**config.mk**
```make
export PLATFORM = sky130hd
export DESIGN_NAME = cdb_arbiter
export DESIGN_NICKNAME = d
export VERILOG_FILES = /design/src/common/lsq_pkg.sv /design/src/source/cdb_arbiter.sv
export SDC_FILE = /design/constraint.sdc
export NUM_CORES = 1
export LEC_CHECK = 0
export ABC_CLOCK_PERIOD_IN_PS = 2770
export BUFFER_PORTS_ARGS = -buffer_cell sky130_fd_sc_hd__buf_2
export CORE_UTILIZATION = 35
export DETAILED_ROUTE_END_ITERATION = 10
export REMOVE_ABC_BUFFERS = 1
export SLEW_MARGIN = 30
export SYNTH_ARGS = -nofsm -noshare
export SYNTH_HDL_FRONTEND = slang
export SYNTH_SLANG_ARGS = --single-unit
```
**constraint.sdc**
```tcl
create_clock -name clk -period 2.77 [get_ports clk]
set_input_delay 0.554 -clock clk [delete_from_list [all_inputs] [get_ports clk]]
set_output_delay 0.554 -clock clk [all_outputs]
set_load 0.01 [all_outputs]
```
**src/common/lsq_pkg.sv**
```systemverilog
package lsq_pkg;

   // data and address words share one width
   localparam int data_w    = 32;
   localparam int offset_w  = 16;
   localparam int tag_w     = 6;

   // number of slots in the in-order load/store queue
   localparam int lsq_depth = 4;

   // word-addressed data memory, byte address bits 9:2 pick the word
   localparam int mem_words = 256;
   localparam int mem_aw    = $clog2(mem_words);

   // a load needs no rt operand, a store needs both
   localparam logic op_load  = 1'b1;
   localparam logic op_store = 1'b0;

   // the immediate offset is signed, so negative offsets reach below the base
   function automatic logic [data_w-1:0] sext_offset(input logic [offset_w-1:0] off);
      return {{(data_w - offset_w){off[offset_w-1]}}, off};
   endfunction

endpackage

```
**src/source/cdb_arbiter.sv**
```systemverilog
`timescale 1ns/100ps

module cdb_arbiter
   import lsq_pkg::*;
(
   input  logic              clk,
   input  logic              rst_n,

   input  logic              ld_valid,
   input  logic [tag_w-1:0]  ld_tag,
   input  logic [data_w-1:0] ld_data,
   output logic              ld_grant,

   input  logic              ext_valid,
   input  logic [tag_w-1:0]  ext_tag,
   input  logic [data_w-1:0] ext_data,
   output logic              ext_ready,

   output logic              cdb_valid,
   output logic [tag_w-1:0]  cdb_tag,
   output logic [data_w-1:0] cdb_data
);

   logic              hold_valid;
   logic [tag_w-1:0]  hold_tag;
   logic [data_w-1:0] hold_data;
   logic              ext_grant;
   logic              last_ld;

   // when both wait, the source that lost last time goes first
   assign ld_grant  = ld_valid & (~hold_valid | ~last_ld);
   assign ext_grant = hold_valid & ~ld_grant;

   // the holding slot frees up in the same cycle it is granted
   assign ext_ready = ~hold_valid | ext_grant;

   always_ff @(posedge clk) begin
      if (!rst_n) begin
         hold_valid <= 1'b0;
         last_ld    <= 1'b0;
         cdb_valid  <= 1'b0;
      end else begin
         if (ext_valid && ext_ready) begin
            hold_valid <= 1'b1;
         end else if (ext_grant) begin
            hold_valid <= 1'b0;
         end
         if (ld_grant || ext_grant) begin
            last_ld <= ld_grant;
         end
         cdb_valid <= ld_grant | ext_grant;
      end
   end

   always_ff @(posedge clk) begin
      if (ext_valid && ext_ready) begin
         hold_tag  <= ext_tag;
         hold_data <= ext_data;
      end
      cdb_tag  <= ld_grant ? ld_tag  : hold_tag;
      cdb_data <= ld_grant ? ld_data : hold_data;
   end

   // a held external result loses at most once before it goes out
   a_ext_turn : assert property (@(posedge clk) disable iff (!rst_n)
      (hold_valid && !ext_grant) |=> ext_grant);

endmodule

```
After elaboration in Yosys (flattened, before gate mapping). Cells that the tools add are included.

Register bits after elaboration: 79. Output and inout bits: 41. Logic and storage cells: 22. Input bits: 80.

Bitwise operators: 8. Reduce and logical (&&, ||, !) cells: 3. Mux-type cells: 4.

Operators by type and width (number): 32-bit 2-to-1 mux (1); 6-bit 2-to-1 mux (1); 1-bit NOT (3); 1-bit bitwise OR (3); 1-bit AND (2); 1-bit 2-to-1 mux (2); 2-bit nonzero test (1); 1-bit logical AND (1); 1-bit logical OR (1).

Longest topological paths before layout.
Depth in word-level cells: 8. Mapped depth: 4. Gate-level depth less buffers: 2.

Worst setup path before layout. Ideal clock, no wire load.

Path type: in2reg. Start: input port ld_valid. End: register hold_data[0], enable pin. Cell stages on the path: 2. Setup time: 399 ps. Arrival time: 1666 ps. Setup slack: 705 ps. Buffers on the path: 0. Cells stage by stage: nand3b_1 -> and2_1.

Word-level cells in the longest chain between the ends: 5.

RTL lines: start, declared (line cdb_arbiter.sv:9) `input logic ld_valid,`; 1-bit AND (line cdb_arbiter.sv:31) `assign ld_grant = ld_valid & (~hold_valid | ~last_ld);`; 1-bit NOT (line cdb_arbiter.sv:32) `assign ext_grant = hold_valid & ~ld_grant;`; 1-bit AND (line cdb_arbiter.sv:32); 1-bit bitwise OR (line cdb_arbiter.sv:35) `assign ext_ready = ~hold_valid | ext_grant;`; 1-bit logical AND (line cdb_arbiter.sv:56) `if (ext_valid && ext_ready) begin`; end signal, assigned (line cdb_arbiter.sv:58) `hold_data <= ext_data;`; end, declared (line cdb_arbiter.sv:26) `logic [data_w-1:0] hold_data;`.

Every way passes these cells. A chain may end at the register's enable or synchronous reset.

Final worst setup path.
Start: register hold_valid. End: output port ld_grant.

Word-level cells in the longest chain between the ends: 3.

RTL lines: start, declared (line cdb_arbiter.sv:24) `logic hold_valid;`; start signal, assigned (line cdb_arbiter.sv:39) `hold_valid <= 1'b0;`; start signal, assigned (line cdb_arbiter.sv:44) `hold_valid <= 1'b1;`; start signal, assigned (line cdb_arbiter.sv:46) `hold_valid <= 1'b0;`; 1-bit NOT (line cdb_arbiter.sv:31); 1-bit bitwise OR (line cdb_arbiter.sv:31); 1-bit AND (line cdb_arbiter.sv:31); end, declared (line cdb_arbiter.sv:12) `output logic ld_grant,`.

Every way passes these cells.

==> impl_metrics.ini <==
[status]
status = complete, no violations

[synthesis]
syn_area_per_cell_um2 = 19.5
ys_seq_area_share_pct = 77.4
yosysWarnings = 0
synth_area_leaders = edfxtp_1 45%, dfxtp_1 32%, mux2_2 13%
synth_common_cells = 41 x dfxtp_1, 38 x edfxtp_1, 29 x mux2_2
async_reset_ff_share_pct = 0
syn_inst = 130
yosys.area.top_type = edfxtp_1
yosysMostFrequentCell = dfxtp_1
synthFlopType = dfxtp_1
syn-cell-area_um2 = 2530
synth_edf_count = 38
netlist.area_leader.share_pct = 45.0
ys_seq_elements = 79
synth_cell_types = 15

[clocking]
clock_path_buffers = 2
cts_tree = yes
cts_setup_buffers = 0
clock_sinks = 79
numCtsBuffers = 9
insertion_delay_ps = 340
clkSlewWorstSetupHoldPaths_ps = 80
cts-root-buf = clkbuf_8
cts_hold_buf = 0
post_cts_resized = 0
htreeDepth = 3

[die]
fp.dieW_um = 87.1
fp.dieArea_um2 = 7590
initial_utilization_pct = 36.7
coreArea_um2 = 6910
placementRows = 30
die_h_um = 87.1
io_pins = 121

[place]
dp_cells = 345
io_buffer_count = 120
place_ws_ps = 862
dpl.hpwl_mm = 3.26
place_congestion = 0.665

[pwr]
p_leak_nw = 1.54
peakVddDrop_mv = 0.275
power_mw = 2.57
pwr_density_cell_nw_per_um2 = 736

[sta]
maxSlewHeadroom_pct = 67.9
worstMarginPinSlew_ps = 481
post-route-period-util_pct = 69.3
drv_slew = 0
rsz0062_at_grt = no
clock.fmax_ghz = 0.521
hold_viol = 0
fin_crit_ps = 1920
fin_ws_ps = 850
finClkSkew_ps = 14.0
setup_viol = 0
hold-worst-slack_ps = 380
setup-tns-final_ps = 0

[critical_path]
path_delay_family = buffers and inverters
max_stage_delay_ps = 360
endpoint_kind = output pin
arrival_ps = 1370
cp.required_ps = 2220
critPathSlowestCell = dfxtp_1
path_buf_inv = 2
cp_max_fo = 21
start_kind = flip-flop
critPathKind = reg -> out
crit_path_cell_trace = a21boi_4, buf_4, buf_2

[global_routing]
grt_start_max_net_pins = 22
overflow = 0
busiest_layer = met2
track_usage_pct = 12.6
grt_pass1_vias = 1467
use_met3_pct = 7.30
antenna_found_initial = 0
grt_pass1_wl_mm = 6.84
grt.met1_usage_pct = 15.4
use_met2_pct = 18.0

[routing]
drc = 0
ant_nets = 0
vias = 1515
vias_per_cell = 4.21
avgRoutedWirePerCell_um = 12.6
drtIter0Drc = 19
firstDrtPassIters = 3
routed_wl_mm = 4.53

[flow_run]
cap_violations = 0

[layout]
area_delta_synth_final_pct = 37.7
fillers = 637
n_antenna_cell = 0
layout.nets = 340
drive_gt1_share_pct = 67.0
fin_cells = 360

[min_path]
worst_hold_path_type = in -> reg
[flip-flops by register name (all words and copies together), names as in the netlist]
| signal | flops |
|---|---|
| hold_valid | 1 |
| hold_data | 32 |
| cdb_tag | 6 |
| last_ld | 1 |
| hold_tag | 6 |
| cdb_valid | 1 |
| cdb_data | 32 |
[power breakdown]
group | leakage, nW | switching (mW) | total (mW) | internal (mW)
clock | 0.119 | 0.378 | 0.995 | 0.617
sequential | 0.714 | 0.0216 | 1.34 | 1.32
combinational | 0.708 | 0.102 | 0.237 | 0.135
total | 1.54 | 0.502 | 2.57 | 2.07
[kinds of logic (layout without fill, tap and decap cells)]
| logic type | count (synthesis) | in the layout | share of synthesized area [%] |
|---|---|---|---|
| flops | 79 | 79 | 77.4 |
| mux | 38 | 38 | 18.2 |
| buf+inv | 5 | 139 | 1.97 |
| compound gates | 4 | 4 | 1.33 |
| simple gates | 4 | 4 | 1.09 |
[path summary, 6_finish.rpt]
check                      from             to  slack, ps  cells after the start
hold / removal       ext_tag[0]    hold_tag[0]        380                      1
setup / recovery     hold_valid       ld_grant        850                      3
hold reg to reg   hold_data[23]   cdb_data[23]        470                      1
setup reg to reg        last_ld  hold_data[13]       1190                      3
[routing by layer]
metal  vias up  routed length, µm
met5         -                  0
met4         0                 38
met3         5                577
met2        93               1930
met1       687               1990
li1        730                  -
[layout make-up]
cell class	count	area, µm²	share of cell area (%)
clock buffers	11	141	4.05
clock inverters	4	95.1	2.72
inverters	1	3.75	0.108
multi-input cells	46	532	15.2
flip-flops and latches	79	1960	56.2
well taps	96	120	3.44
repair buffers	123	636	18.2
[layout by cell type, fill, tap and decap left out, types with 2 or more instances in the layout]
cell type and n:
buf_2 120, dfxtp_1 41, edfxtp_1 38, mux2_2 29, clkbuf_8 10, mux2_4 9, bufinv_16 3, a21boi_0 2
buf_4 2
[per-stage QoR]
step | util, % | instance area (µm²)
after CTS | 50.5 | 3490
after global placement | 47.1 | 3250
final | 50.5 | 3490
after floorplan | - | 2490
after detailed placement | 47.1 | 3250
after global routing | 50.5 | 3490
Power figures use the tool's default switching activity.
